### src/common/core_config.svh
`ifndef CORE_CONFIG_SVH
`define CORE_CONFIG_SVH

// integer register width, RV64
`define XLEN 64

// fixed instruction width, no compressed forms
`define ILEN 32

// one quotient or product bit per iteration
`define MULDIV_ITERS 64

`endif

### src/common/riscvPkg.sv
`include "core_config.svh"

package riscvPkg;

    typedef enum logic [6:0] {
        OP        = 7'b0110011,
        OP_IMM    = 7'b0010011,
        OP_32     = 7'b0111011,
        OP_IMM_32 = 7'b0011011,
        LOAD      = 7'b0000011,
        STORE     = 7'b0100011,
        BRANCH    = 7'b1100011,
        JAL       = 7'b1101111,
        JALR      = 7'b1100111,
        LUI       = 7'b0110111,
        AUIPC     = 7'b0010111,
        SYSTEM    = 7'b1110011
    } opcode_t;

    // same word seen through each base format
    typedef union packed {
        struct packed {
            logic [6:0] funct7;
            logic [4:0] rs2;
            logic [4:0] rs1;
            logic [2:0] funct3;
            logic [4:0] rd;
            opcode_t    opcode;
        } rFmt;
        struct packed {
            logic [11:0] imm;
            logic [4:0]  rs1;
            logic [2:0]  funct3;
            logic [4:0]  rd;
            opcode_t     opcode;
        } iFmt;
        struct packed {
            logic [6:0] immHi;
            logic [4:0] rs2;
            logic [4:0] rs1;
            logic [2:0] funct3;
            logic [4:0] immLo;
            opcode_t    opcode;
        } sFmt;
        struct packed {
            logic       imm12;
            logic [5:0] imm10to5;
            logic [4:0] rs2;
            logic [4:0] rs1;
            logic [2:0] funct3;
            logic [3:0] imm4to1;
            logic       imm11;
            opcode_t    opcode;
        } bFmt;
        struct packed {
            logic [19:0] imm;
            logic [4:0]  rd;
            opcode_t     opcode;
        } uFmt;
        struct packed {
            logic       imm20;
            logic [9:0] imm10to1;
            logic       imm11;
            logic [7:0] imm19to12;
            logic [4:0] rd;
            opcode_t    opcode;
        } jFmt;
    } instrWord_t;

    typedef enum logic [2:0] {ADD, SUB, XOR, OR, AND, SLL, SRL, SRA} aluOp_t;

    // values follow funct3 of the M extension
    typedef enum logic [2:0] {
        MUL  = 3'b000,
        DIV  = 3'b100,
        DIVU = 3'b101,
        REM  = 3'b110,
        REMU = 3'b111
    } mulDivOp_t;

    typedef enum logic [1:0] {SIGNED_LT, UNSIGNED_LT, EQUAL} flagSel_t;
    typedef enum logic [1:0] {ZERO, RS1, PC} srcASel_t;
    typedef enum logic [1:0] {RS2, IMM, FOUR} srcBSel_t;

    typedef struct packed {
        aluOp_t     aluOp;
        mulDivOp_t  mulDivOp;
        logic       isMulDiv;
        logic       isWord;      // 32-bit op, result sign-extended
        srcASel_t   srcA;
        srcBSel_t   srcB;
        logic       isBranch;
        logic       isJump;
        logic       isCompare;   // slt family, value is the flag
        flagSel_t   useFlag;
        logic       flagInv;
        logic       writeBack;
        logic       illegal;
        logic [4:0] rd;
    } ctrl_t;

    typedef struct packed {
        logic [`XLEN-1:0] value;
        logic [4:0]       rd;
        logic             branchTaken;
        logic             illegal;
    } execResult_t;

endpackage

### src/decode/immGen.sv
`timescale 1ns/100ps
`include "core_config.svh"

module immGen (
    input  riscvPkg::instrWord_t instr,
    output logic [`XLEN-1:0]     imm
);
    always_comb begin
        case (instr.rFmt.opcode)
            riscvPkg::OP_IMM, riscvPkg::OP_IMM_32, riscvPkg::LOAD, riscvPkg::JALR:
                imm = {{(`XLEN-12){instr.iFmt.imm[11]}}, instr.iFmt.imm};
            riscvPkg::STORE:
                imm = {{(`XLEN-12){instr.sFmt.immHi[6]}}, instr.sFmt.immHi, instr.sFmt.immLo};
            riscvPkg::BRANCH:
                imm = {{(`XLEN-12){instr.bFmt.imm12}}, instr.bFmt.imm11,
                       instr.bFmt.imm10to5, instr.bFmt.imm4to1, 1'b0};
            riscvPkg::LUI, riscvPkg::AUIPC:
                imm = {{(`XLEN-32){instr.uFmt.imm[19]}}, instr.uFmt.imm, 12'b0}; // pre-shifted
            riscvPkg::JAL:
                imm = {{(`XLEN-20){instr.jFmt.imm20}}, instr.jFmt.imm19to12,
                       instr.jFmt.imm11, instr.jFmt.imm10to1, 1'b0};
            riscvPkg::SYSTEM:
                imm = {{(`XLEN-12){1'b0}}, instr.iFmt.imm}; // csr address, zero-extended
            default:
                imm = '0;
        endcase
    end

endmodule

### src/decode/mainDecoder.sv
`timescale 1ns/100ps

module mainDecoder (
    input  riscvPkg::instrWord_t instr,
    output riscvPkg::ctrl_t      ctrl
);
    logic [2:0] funct3;
    logic [6:0] funct7;
    logic       badWordFunct;

    assign funct3       = instr.rFmt.funct3;
    assign funct7       = instr.rFmt.funct7;
    assign badWordFunct = !(funct3 inside {3'b000, 3'b001, 3'b101}); // only add/sll/srl in W

    function automatic riscvPkg::aluOp_t aluFromFunct3(input logic [2:0] f3, input logic alt);
        case (f3)
            3'b000:  aluFromFunct3 = alt ? riscvPkg::SUB : riscvPkg::ADD;
            3'b001:  aluFromFunct3 = riscvPkg::SLL;
            3'b100:  aluFromFunct3 = riscvPkg::XOR;
            3'b101:  aluFromFunct3 = alt ? riscvPkg::SRA : riscvPkg::SRL;
            3'b110:  aluFromFunct3 = riscvPkg::OR;
            3'b111:  aluFromFunct3 = riscvPkg::AND;
            default: aluFromFunct3 = riscvPkg::SUB; // slt/sltu, value comes from flags
        endcase
    endfunction

    always_comb begin
        ctrl           = '0;
        ctrl.srcA      = riscvPkg::RS1;
        ctrl.srcB      = riscvPkg::IMM;
        ctrl.writeBack = 1'b1;
        ctrl.rd        = instr.rFmt.rd;
        case (instr.rFmt.opcode)
            riscvPkg::OP, riscvPkg::OP_32: begin
                ctrl.srcB   = riscvPkg::RS2;
                ctrl.isWord = (instr.rFmt.opcode == riscvPkg::OP_32);
                if (funct7 == 7'b0000001) begin // M extension
                    ctrl.isMulDiv = 1'b1;
                    ctrl.mulDivOp = riscvPkg::mulDivOp_t'(funct3);
                    ctrl.illegal  = funct3 inside {3'b001, 3'b010, 3'b011}; // no mulh*
                end else begin
                    ctrl.aluOp     = aluFromFunct3(funct3, funct7[5]);
                    ctrl.isCompare = !ctrl.isWord && (funct3[2:1] == 2'b01);
                    ctrl.useFlag   = funct3[0] ? riscvPkg::UNSIGNED_LT : riscvPkg::SIGNED_LT;
                    ctrl.illegal   = (funct7 != 7'b0000000 && funct7 != 7'b0100000)
                                   || (funct7[5] && funct3 != 3'b000 && funct3 != 3'b101)
                                   || (ctrl.isWord && badWordFunct);
                end
            end
            riscvPkg::OP_IMM, riscvPkg::OP_IMM_32: begin
                ctrl.isWord    = (instr.rFmt.opcode == riscvPkg::OP_IMM_32);
                // bit 30 picks sra only for shifts, elsewhere it is immediate
                ctrl.aluOp     = aluFromFunct3(funct3, funct3 == 3'b101 && funct7[5]);
                ctrl.isCompare = !ctrl.isWord && (funct3[2:1] == 2'b01);
                ctrl.useFlag   = funct3[0] ? riscvPkg::UNSIGNED_LT : riscvPkg::SIGNED_LT;
                ctrl.illegal   = ctrl.isWord && badWordFunct;
            end
            riscvPkg::LOAD: ;               // rs1 + imm address
            riscvPkg::STORE: begin
                ctrl.writeBack = 1'b0;
                ctrl.rd        = '0;        // rd slot holds imm bits
            end
            riscvPkg::BRANCH: begin
                ctrl.srcA      = riscvPkg::PC; // value is the target
                ctrl.isBranch  = 1'b1;
                ctrl.writeBack = 1'b0;
                ctrl.rd        = '0;
                ctrl.flagInv   = funct3[0];    // bne, bge, bgeu
                case (funct3[2:1])
                    2'b00:   ctrl.useFlag = riscvPkg::EQUAL;
                    2'b10:   ctrl.useFlag = riscvPkg::SIGNED_LT;
                    2'b11:   ctrl.useFlag = riscvPkg::UNSIGNED_LT;
                    default: ctrl.illegal = 1'b1;
                endcase
            end
            riscvPkg::JAL, riscvPkg::JALR: begin
                ctrl.srcA   = riscvPkg::PC; // link value pc + 4
                ctrl.srcB   = riscvPkg::FOUR;
                ctrl.isJump = 1'b1;
            end
            riscvPkg::LUI:    ctrl.srcA = riscvPkg::ZERO;
            riscvPkg::AUIPC:  ctrl.srcA = riscvPkg::PC;
            riscvPkg::SYSTEM: ctrl.srcA = riscvPkg::ZERO; // csr address passes through
            default:          ctrl.illegal = 1'b1;
        endcase
        if (ctrl.illegal) begin
            ctrl.writeBack = 1'b0;
            ctrl.isMulDiv  = 1'b0;
        end
    end

endmodule

### src/muldiv/iterCounter.sv
`timescale 1ns/100ps
`include "core_config.svh"

module iterCounter (
    input  logic clk,
    input  logic reset,
    input  logic load,
    input  logic step,
    output logic last
);
    localparam int CountW = $clog2(`MULDIV_ITERS);

    logic [CountW-1:0] count;

    always_ff @(posedge clk) begin
        if (reset) begin
            count <= '0;
        end else if (load) begin
            count <= CountW'(`MULDIV_ITERS - 1);
        end else if (step && !last) begin
            count <= count - 1'b1; // hold at zero
        end
    end

    assign last = (count == '0);

endmodule

### src/muldiv/mulDivCtrl.sv
`timescale 1ns/100ps

module mulDivCtrl (
    input  logic clk,
    input  logic reset,
    input  logic start,
    input  logic last,
    output logic load,
    output logic step,
    output logic done,
    output logic busy
);
    typedef enum logic [1:0] {IDLE, RUN, FINISH} state_t;

    state_t state;
    state_t nextState;

    always_ff @(posedge clk) begin
        if (reset) begin
            state <= IDLE;
        end else begin
            state <= nextState;
        end
    end

    always_comb begin
        nextState = state;
        case (state)
            IDLE:    if (start) nextState = RUN;
            RUN:     if (last) nextState = FINISH; // final bit this cycle
            FINISH:  nextState = IDLE;
            default: nextState = IDLE;
        endcase
    end

    assign load = (state == IDLE) & start; // operands taken on the start cycle
    assign step = (state == RUN);
    assign done = (state == FINISH);
    assign busy = (state != IDLE);

endmodule

### src/muldiv/mulDivDatapath.sv
`timescale 1ns/100ps
`include "core_config.svh"

module mulDivDatapath (
    input  logic                clk,
    input  logic                reset,
    input  logic                load,
    input  logic                step,
    input  riscvPkg::mulDivOp_t op,
    input  logic                isWord,
    input  logic [`XLEN-1:0]    a,
    input  logic [`XLEN-1:0]    b,
    output logic [`XLEN-1:0]    result
);
    riscvPkg::mulDivOp_t opQ;
    logic             wordQ;
    logic             negA;
    logic             negB;
    logic             divZero;
    logic             signedOp;
    logic [`XLEN-1:0] extA;
    logic [`XLEN-1:0] extB;
    logic [`XLEN-1:0] accRem;       // product accumulator or partial remainder
    logic [`XLEN-1:0] mcandDivisor;
    logic [`XLEN-1:0] mplierQuot;   // multiplier shifts out, quotient shifts in
    logic [`XLEN:0]   partial;
    logic [`XLEN:0]   diff;
    logic [`XLEN-1:0] raw;

    assign signedOp = (op != riscvPkg::DIVU) && (op != riscvPkg::REMU);

    always_comb begin
        extA = a;
        extB = b;
        if (isWord) begin
            extA = {{32{signedOp & a[31]}}, a[31:0]};
            extB = {{32{signedOp & b[31]}}, b[31:0]};
        end
    end

    assign partial = {accRem, mplierQuot[`XLEN-1]};
    assign diff    = partial - {1'b0, mcandDivisor};

    always_ff @(posedge clk) begin
        if (reset) begin
            opQ     <= riscvPkg::MUL;
            wordQ   <= 1'b0;
            negA    <= 1'b0;
            negB    <= 1'b0;
            divZero <= 1'b0;
        end else if (load) begin
            opQ     <= op;
            wordQ   <= isWord;
            negA    <= signedOp & extA[`XLEN-1];
            negB    <= signedOp & extB[`XLEN-1];
            divZero <= (extB == '0);
        end
    end

    always_ff @(posedge clk) begin
        if (load) begin
            accRem       <= '0;
            mcandDivisor <= (signedOp & extB[`XLEN-1]) ? -extB : extB;
            mplierQuot   <= (signedOp & extA[`XLEN-1]) ? -extA : extA;
        end else if (step) begin
            if (opQ == riscvPkg::MUL) begin
                if (mplierQuot[0]) accRem <= accRem + mcandDivisor;
                mcandDivisor <= mcandDivisor << 1;
                mplierQuot   <= mplierQuot >> 1;
            end else if (!diff[`XLEN]) begin // divisor fits, keep the difference
                accRem     <= diff[`XLEN-1:0];
                mplierQuot <= {mplierQuot[`XLEN-2:0], 1'b1};
            end else begin
                accRem     <= partial[`XLEN-1:0];
                mplierQuot <= {mplierQuot[`XLEN-2:0], 1'b0};
            end
        end
    end

    // remainder takes the dividend sign, so x % 0 comes back as x
    always_comb begin
        case (opQ)
            riscvPkg::MUL:
                raw = (negA ^ negB) ? -accRem : accRem;
            riscvPkg::DIV, riscvPkg::DIVU:
                raw = divZero ? '1 : ((negA ^ negB) ? -mplierQuot : mplierQuot);
            default:
                raw = negA ? -accRem : accRem;
        endcase
        result = wordQ ? {{32{raw[31]}}, raw[31:0]} : raw;
    end

endmodule

### src/verilog/alu.sv
`timescale 1ns/100ps
`include "core_config.svh"

module alu (
    input  riscvPkg::ctrl_t  ctrl,
    input  logic [`XLEN-1:0] rs1Data,
    input  logic [`XLEN-1:0] rs2Data,
    input  logic [`XLEN-1:0] pc,
    input  logic [`XLEN-1:0] imm,
    output logic [`XLEN-1:0] value,
    output logic             branchTaken
);
    logic [`XLEN-1:0] opA;
    logic [`XLEN-1:0] opB;
    logic [`XLEN-1:0] cmpB;
    logic [`XLEN-1:0] raw;
    logic [5:0]       shamt;
    logic             flagSel;
    logic             flag;

    always_comb begin
        case (ctrl.srcA)
            riscvPkg::RS1: opA = rs1Data;
            riscvPkg::PC:  opA = pc;
            default:       opA = '0;
        endcase
        case (ctrl.srcB)
            riscvPkg::IMM:  opB = imm;
            riscvPkg::FOUR: opB = `XLEN'(4);
            default:        opB = rs2Data;
        endcase
    end

    assign shamt = ctrl.isWord ? {1'b0, opB[4:0]} : opB[5:0]; // W shifts use 5 bits

    always_comb begin
        case (ctrl.aluOp)
            riscvPkg::ADD: raw = opA + opB;
            riscvPkg::SUB: raw = opA - opB;
            riscvPkg::XOR: raw = opA ^ opB;
            riscvPkg::OR:  raw = opA | opB;
            riscvPkg::AND: raw = opA & opB;
            riscvPkg::SLL: raw = opA << shamt;
            riscvPkg::SRL: raw = (ctrl.isWord ? {32'b0, opA[31:0]} : opA) >> shamt;
            default:       raw = $signed(ctrl.isWord ? {{32{opA[31]}}, opA[31:0]} : opA) >>> shamt;
        endcase
    end

    // branches compare registers, slt forms compare rs1 with operand b
    assign cmpB = ctrl.isBranch ? rs2Data : opB;

    always_comb begin
        case (ctrl.useFlag)
            riscvPkg::UNSIGNED_LT: flagSel = rs1Data < cmpB;
            riscvPkg::EQUAL:       flagSel = rs1Data == cmpB;
            default:               flagSel = $signed(rs1Data) < $signed(cmpB);
        endcase
    end

    assign flag = flagSel ^ ctrl.flagInv;

    always_comb begin
        if (ctrl.isCompare) value = `XLEN'(flag);
        else if (ctrl.isWord) value = {{32{raw[31]}}, raw[31:0]};
        else value = raw;
    end

    assign branchTaken = ctrl.isJump | (ctrl.isBranch & flag);

endmodule

### src/verilog/execStage.sv
`timescale 1ns/100ps
`include "core_config.svh"

module execStage (
    input  logic                  clk,
    input  logic                  reset,
    input  logic                  issue,
    input  logic [`ILEN-1:0]      instr,
    input  logic [`XLEN-1:0]      pc,
    input  logic [`XLEN-1:0]      rs1Data,
    input  logic [`XLEN-1:0]      rs2Data,
    output logic                  busy,
    output logic                  resultValid,
    output riscvPkg::execResult_t result
);
    riscvPkg::instrWord_t instrQ;
    riscvPkg::ctrl_t      ctrl;
    logic [`XLEN-1:0] pcQ;
    logic [`XLEN-1:0] rs1Q;
    logic [`XLEN-1:0] rs2Q;
    logic [`XLEN-1:0] imm;
    logic [`XLEN-1:0] aluValue;
    logic [`XLEN-1:0] aluQ;
    logic [`XLEN-1:0] mdResult;
    logic             branchTaken;
    logic             takenQ;
    logic             accept;
    logic             inFlight;
    logic             decodeQ;     // first cycle after capture
    logic             execQ;       // second cycle, non-M result written here
    logic             start;
    logic             load;
    logic             step;
    logic             last;
    logic             done;
    logic             mdBusy;

    assign busy   = inFlight | mdBusy;
    assign accept = issue & ~busy; // issue while busy is dropped
    assign start  = execQ & ctrl.isMulDiv;

    always_ff @(posedge clk) begin
        if (accept) begin
            instrQ <= riscvPkg::instrWord_t'(instr);
            pcQ    <= pc;
            rs1Q   <= rs1Data;
            rs2Q   <= rs2Data;
        end
        if (decodeQ) begin
            aluQ   <= aluValue;
            takenQ <= branchTaken;
        end
    end

    always_ff @(posedge clk) begin
        if (reset) begin
            inFlight    <= 1'b0;
            decodeQ     <= 1'b0;
            execQ       <= 1'b0;
            resultValid <= 1'b0;
            result      <= '0;
        end else begin
            decodeQ     <= accept;
            execQ       <= decodeQ;
            resultValid <= 1'b0;
            if (accept) inFlight <= 1'b1;
            if (execQ && !ctrl.isMulDiv) begin
                result.value       <= ctrl.illegal ? '0 : aluQ;
                result.rd          <= ctrl.rd;
                result.branchTaken <= takenQ;
                result.illegal     <= ctrl.illegal;
                resultValid        <= 1'b1;
                inFlight           <= 1'b0;
            end else if (done) begin
                result.value       <= mdResult;
                result.rd          <= ctrl.rd;
                result.branchTaken <= 1'b0;
                result.illegal     <= 1'b0;
                resultValid        <= 1'b1;
                inFlight           <= 1'b0;
            end
        end
    end

    mainDecoder uDecoder (.instr(instrQ), .ctrl(ctrl));

    immGen uImmGen (.instr(instrQ), .imm(imm));

    alu uAlu (
        .ctrl(ctrl), .rs1Data(rs1Q), .rs2Data(rs2Q), .pc(pcQ), .imm(imm),
        .value(aluValue), .branchTaken(branchTaken)
    );

    mulDivCtrl uMulDivCtrl (
        .clk(clk), .reset(reset), .start(start), .last(last),
        .load(load), .step(step), .done(done), .busy(mdBusy)
    );

    iterCounter uIterCounter (.clk(clk), .reset(reset), .load(load), .step(step), .last(last));

    mulDivDatapath uMulDivDatapath (
        .clk(clk), .reset(reset), .load(load), .step(step), .op(ctrl.mulDivOp),
        .isWord(ctrl.isWord), .a(rs1Q), .b(rs2Q), .result(mdResult)
    );

endmodule
### config.mk
export PLATFORM = sky130hd
export DESIGN_NAME = execStage
export DESIGN_NICKNAME = d
export VERILOG_FILES = /design/src/common/riscvPkg.sv /design/src/decode/immGen.sv /design/src/decode/mainDecoder.sv /design/src/muldiv/iterCounter.sv /design/src/muldiv/mulDivCtrl.sv /design/src/muldiv/mulDivDatapath.sv /design/src/verilog/alu.sv /design/src/verilog/execStage.sv
export VERILOG_INCLUDE_DIRS = /design/src /design/src/common
export SDC_FILE = /design/constraint.sdc
export NUM_CORES = 2
export LEC_CHECK = 0
export ABC_AREA = 1
export BUFFER_PORTS_ARGS = -buffer_cell sky130_fd_sc_hd__buf_4
export CAP_MARGIN = 20
export CORE_MARGIN = 1
export CORE_UTILIZATION = 32
export DETAILED_ROUTE_END_ITERATION = 7
export HOLD_SLACK_MARGIN = 0.1
export PLACE_DENSITY = 0.53
export SETUP_SLACK_MARGIN = 0.2
export SLEW_MARGIN = 25
export SYNTH_ARGS = -nofsm -noshare
export SYNTH_HDL_FRONTEND = slang
export SYNTH_SLANG_ARGS = --single-unit
### constraint.sdc
create_clock -name clk -period 8.4 [get_ports clk]
set_clock_uncertainty 0.05 [all_clocks]
set_input_delay 1.68 -clock clk [delete_from_list [all_inputs] [get_ports clk]]
set_output_delay 1.68 -clock clk [all_outputs]
set_load 0.05 [all_outputs]
# Yosys cells after proc, flatten, opt, wreduce, memory -nomap -nowiden
# Cells that the tools add are included.
# totals
register_bits,571
inputBits,227
word_cells,218
out_inout_bits,73
# op_classes
addsub,9
n_eq_ne,47
reduce_logical,49
n_mux,67
n_shift,3
n_lt_le_gt_ge,2
bitwise_logic,16
# op_table
operator,n
$mux 64,23
$pmux 64 s7,1
$pmux 64 s2,3
$pmux 64 s6,1
$neg 64->64,4
$mux 71,2
$add 64x64->64,2
$lt 64x64->1,2
$sub 65x64->65,1
$and 64x64->64,1
$eq 64x64->1,1
$logic_not 64->1,1
$or 64x64->64,1
$shl 64x6->64,1
$shr 64x6->64,1
$sshr 64x6->64,1
$sub 64x64->64,1
$xor 64x64->64,1
$pmux 3 s6,2
$eq 7x6->1 const B,4
$eq 7x7->1 const B,4
$eq 3x3->1 const B,9
$eq 7x5->1 const B,3
$mux 6,3
other kinds (39),120

# Logic depth before layout (Yosys ltp)
# depth
ltp_word,12
mapped_depth,40
ltp_nobuf,39

# By module
# From an unflattened synthesis, not the netlist that was laid out.
# hier_totals
hier_cells,12756
area_unflattened_um2,73146.4
# by_module_without_submodules
mod,seq_area_each_um2,area_per_inst_um2,n_inst,cells_per_inst
mulDivDatapath,5265.0,31836.8,1,5905
alu,0.0,26778.2,1,5509
execStage,10179.8,12444.4,1,936
immGen,0.0,1121.1,1,226
mainDecoder,0.0,489.2,1,109
iterCounter,120.1,379.1,1,57
mulDivCtrl,40.0,97.6,1,14

# Least setup slack after synthesis
# OpenSTA, ideal clock, no wires.
# synth_path
path_type,input port to flip-flop
startpoint,input issue
endpoint,"register instrQ[0] (netlist name), enable pin"
setup_time_ns,0.576
arrival_time_ns,6.119
setup_slack_ns,1.655
path_stages,2
path_buffers,0
required_time_ns,7.774
path_cell_list,nand3_1 inv_1
# synth_between
elab_chain_len,1
# synth_lines
item,line,rtl
from (decl),execStage.sv:7,"input logic issue,"
$and 1x1->1,execStage.sv:39,assign accept = issue & ~busy;
net accept,execStage.sv:27,logic accept;
to (signal assigned),execStage.sv:44,instrQ <= riscvPkg::instrWord_t'(instr);
to (decl),execStage.sv:16,riscvPkg::instrWord_t instrQ;
# The timed path passes the listed nets, and every way through them passes these cells.
# A chain may end at the register's enable or synchronous reset.

# Final worst setup path
# layout_path
startpoint,register instrQ[2] (netlist name)
endpoint,register aluQ[38] (data pin)
# layout_between
elab_chain_len,9
word_cells_on_any_way,56
classes_between,add/sub: 2; eq/ne: 22; shift: 3; mux: 14; bitwise: 3; reduce/logical: 12
# layout_lines
item,line,rtl
"parallel branches: the longest is 9 deep, another holds $sub 64x64->64",-,
to (signal assigned),execStage.sv:50,aluQ <= aluValue;
to (decl),execStage.sv:23,logic [`XLEN-1:0] aluQ;
# Parallel ways; which one is timed is not known.

==> flow_summary_export.csv <==
group,metric,value,unit
clock_tree,clk_root_buffer_cell,"sky130_fd_sc_hd__clkbuf_16",
synth,yosysSeqAreaShare,23.5,%
clock_tree,tritoncts_num_sinks,571,
synth,synth.top_cells.by_count,"sky130_fd_sc_hd__nand2_1, sky130_fd_sc_hd__nand3_1, sky130_fd_sc_hd__inv_1",
drt,via_count,82700,
worst_hold_path,min_from,"result[59]",
drt,dr.pass1.iters,6,
critical_path,cp.arrival,8310,ps
cells_and_area,num-fill-cells,22700,
drt,routed_wire_length_per_instance,34.7,µm
worst_hold_path,min_delay_worst_endpoint,"result[59]",
die,placementRows,166,
critical_path,count_of_buffer_and_inverter_cells_on_the_critical_path,4,
synth,yosys.area.top_type_share,18.9,%
sta,drv_slew,0,
global_routing,grt_pass1_vias,75200,
critical_path,critPathLaunchType,"register",
power,power_density,184,nW/µm²
cells_and_area,synthToLayoutAreaGrowth,12.1,%
die,fp.dieArea,209000,µm²
clock_tree,clock_tree.htree_level_count,3,
critical_path,reg2reg_from,"instrQ[2]",
global_routing,grtUsageTotal,43.3,%
clock_tree,clk_pin_slew_worst_paths,60,ps
synth,netlist.top_cell.by_area,"sky130_fd_sc_hd__edfxtp_1",
synth,ys.warnings.count,0,
die,die_x,457,µm
critical_path,timing.critical_path.slowest_cell_delay,870,ps
sta,max_freq,0.127,GHz
cells_and_area,drive_gt1_share,8.15,%
critical_path,worst_setup_path_end_kind,"register",
clock_tree,clock_insertion_delay_worst_skew,760,ps
synth,synth.most_common_cell,"sky130_fd_sc_hd__nand2_1",
drt,vias_per_cell,6.09,
sta,final_hold_viol_count,0,
global_routing,grt_first_pass_wirelength,630,mm
die,die_h,457,µm
clock_tree,clockBufferDepth,3,
power,power.ir.vdd_worst,0.168,mV
synth,synth_seq_cells,571,
critical_path,worst_r2r_endpoint,"aluQ[38]",
clock_tree,post_cts_resize_count,0,
critical_path,timing.reg2reg.setup_slack,510,ps
critical_path,critical_path.max_fanout,44,
cells_and_area,seqCellArea,15600,µm²
placed_design,globalplace.congestion,1.10,
critical_path,critical_path_required,8810,ps
placed_design,place.detailed.hpwl,393,mm
drt,postRouteAntennaNets,0,
global_routing,grt_antenna_before_repair,43,
die,core_region_area,205000,µm²
sta,final.setup.tns,0,ps
synth,synthArstFlopShare,0,%
clock_tree,cts.hold.buffers_added,0,
sta,finalCritPeriodShare,94.0,%
worst_hold_path,hold-path-cell-count,2,
synth,syn-cell-area,66300,µm²
clock_tree,postCtsSetupBuffers,0,
power,post-layout-total-power,13.7,mW
cells_and_area,multi_input_comb_area,44500,µm²
sta,rsz0062_at_grt,"no",
critical_path,cpLargestDelayFamily,"simple AND/OR/NAND/NOR gates",
sta,setup-violations-final,0,
worst_hold_path,hp-class,"register to register",
critical_path,slowest_stage,"sky130_fd_sc_hd__nor3_1",
synth,mean_syn_cell_area,6.19,µm²
synth,synth_ff_type,"sky130_fd_sc_hd__edfxtp_1",
drt,1st_iter_drt_viols,12000,
clock_tree,cts_tree,"yes",
global_routing,maximum_number_of_pins_on_one_net_before_global_route_repair,158,
critical_path,critPathKind,"register to register",
synth,mappedNetlistNets,11300,
synth,synth-edff-count,417,
die,num_io_pins,300,
drt,routed_wl,472,mm
drt,drc,0,
power,power.leakage,33.9,nW
synth,post_synth_cell_types,79,
clock_tree,tritoncts.num_buffers,75,
placed_design,io_buffer_count,299,
synth,syn-instance-count,10700,
global_routing,grt_remaining_overflow,0,
synth,top_cells_by_area_in_the_synthesized_netlist,"sky130_fd_sc_hd__edfxtp_1, sky130_fd_sc_hd__nand2_1, sky130_fd_sc_hd__nand3_1",
critical_path,critPathMostFrequentCell,"sky130_fd_sc_hd__nand2_1",
critical_path,rr_worst_depth,33,
status,run_status,"complete, no violations",
run,timing.max_cap.violations,0,
cells_and_area,final_net_count,11500,
sta,min_period,7890,ps
sta,max_slew.worst_pin.slew,1280,ps
die,initial_utilization,32.3,%
sta,max-slew-margin-rel,14.0,%
## layer usage
metal	vias up	share of wire [%]	global-route usage, %
met5	-	0.034	0
met4	26	7.7	27.6
met3	963	12	12.8
met2	5204	40	62.3
met1	39800	40	56.2
li1	36700	-	-
## final cells by class
| cell class | count | area share (%) |
|---|---|---|
| Tap cell | 2688 | 4.52 |
| Timing Repair Buffer | 552 | 5.76 |
| Clock inverter | 39 | 0.611 |
| Sequential cell | 571 | 21.0 |
| Multi-Input combinational cell | 8528 | 59.8 |
| Inverter | 1103 | 5.60 |
| Antenna cell | 9 | 0.0303 |
| Clock buffer | 97 | 2.72 |
## power breakdown
group | leakage (nW) | internal (mW) | switching, mW | total [mW]
registers | 5.16 | 3.28 | 0.303 | 3.58
logic | 27.6 | 1.75 | 4.97 | 6.72
clock network | 1.20 | 1.87 | 1.51 | 3.39
total | 33.9 | 6.90 | 6.78 | 13.7
## state kept, by name, indices dropped and copies added, names as in the netlist, 2 cells and up
register	cells
uMulDivCtrl.state	2
instrQ	32
pcQ	64
uMulDivDatapath.accRem	64
uMulDivDatapath.mplierQuot	64
result	71
rs2Q	64
uMulDivDatapath.opQ	3
uMulDivDatapath.mcandDivisor	64
aluQ	64
rs1Q	64
uIterCounter.count	6
## logic make-up (layout without fill, tap and decap cells)
| family | after synthesis | after routing | share of synthesized area (%) |
|---|---|---|---|
| other | 0 | 9 | 0 |
| and+or+nand+nor | 5474 | 5474 | 35.2 |
| xor gates and xnor gates | 290 | 290 | 3.83 |
| AOI/OAI and AO/OA | 2368 | 2368 | 20.2 |
| adders and majority gates | 395 | 395 | 7.49 |
| muxes | 1 | 1 | 0.0151 |
| buffers and inverters | 1622 | 1791 | 9.76 |
| DFF | 571 | 571 | 23.5 |
## stage by stage
step                      utilization, %  hold slack, ps  instance area [µm²]  worst slack (ps)  std cells
after global placement              35.0             390                71800               873      13400
after global routing                36.2             410                74400               496      13600
after detailed placement            35.0             392                71800               974      13400
after floorplan                        -             391                66300              1650      10700
final                               36.2             400                74400               506      13600
after CTS                           36.2             403                74300               918      13600
## worst max-delay path by stage
stage,end,startpoint,cells after the start,slack (ps)
2_1_floorplan,instrQ[0],issue,2,1650
3_3_place_gp,aluQ[38],instrQ[2],32,870
3_5_place_dp,aluQ[38],instrQ[2],33,970
4_1_cts,aluQ[38],instrQ[2],33,920
5_1_grt,aluQ[38],instrQ[2],33,500
6_report,aluQ[38],instrQ[2],33,510
## worst min-delay path, delay by kind of cell (launching register included)
| kind | cells | cell delay, ps |
|---|---|---|
| flops | 1 | 310 |
| simple gates | 2 | 100 |
## layout by cell type (no fill, tap or decap), types with 153 or more instances in the layout
cell type                  instances
sky130_fd_sc_hd__dfxtp_1         153
sky130_fd_sc_hd__ha_1            392
sky130_fd_sc_hd__nand3_1        1315
sky130_fd_sc_hd__xor2_1          223
sky130_fd_sc_hd__o211ai_1        153
sky130_fd_sc_hd__a21oi_1         789
sky130_fd_sc_hd__o21ai_0         867
sky130_fd_sc_hd__buf_4           541
sky130_fd_sc_hd__inv_1          1059
sky130_fd_sc_hd__edfxtp_1        417
sky130_fd_sc_hd__nand2_1        2812
sky130_fd_sc_hd__nor2_1          894
(Power assumes the default switching activity.)
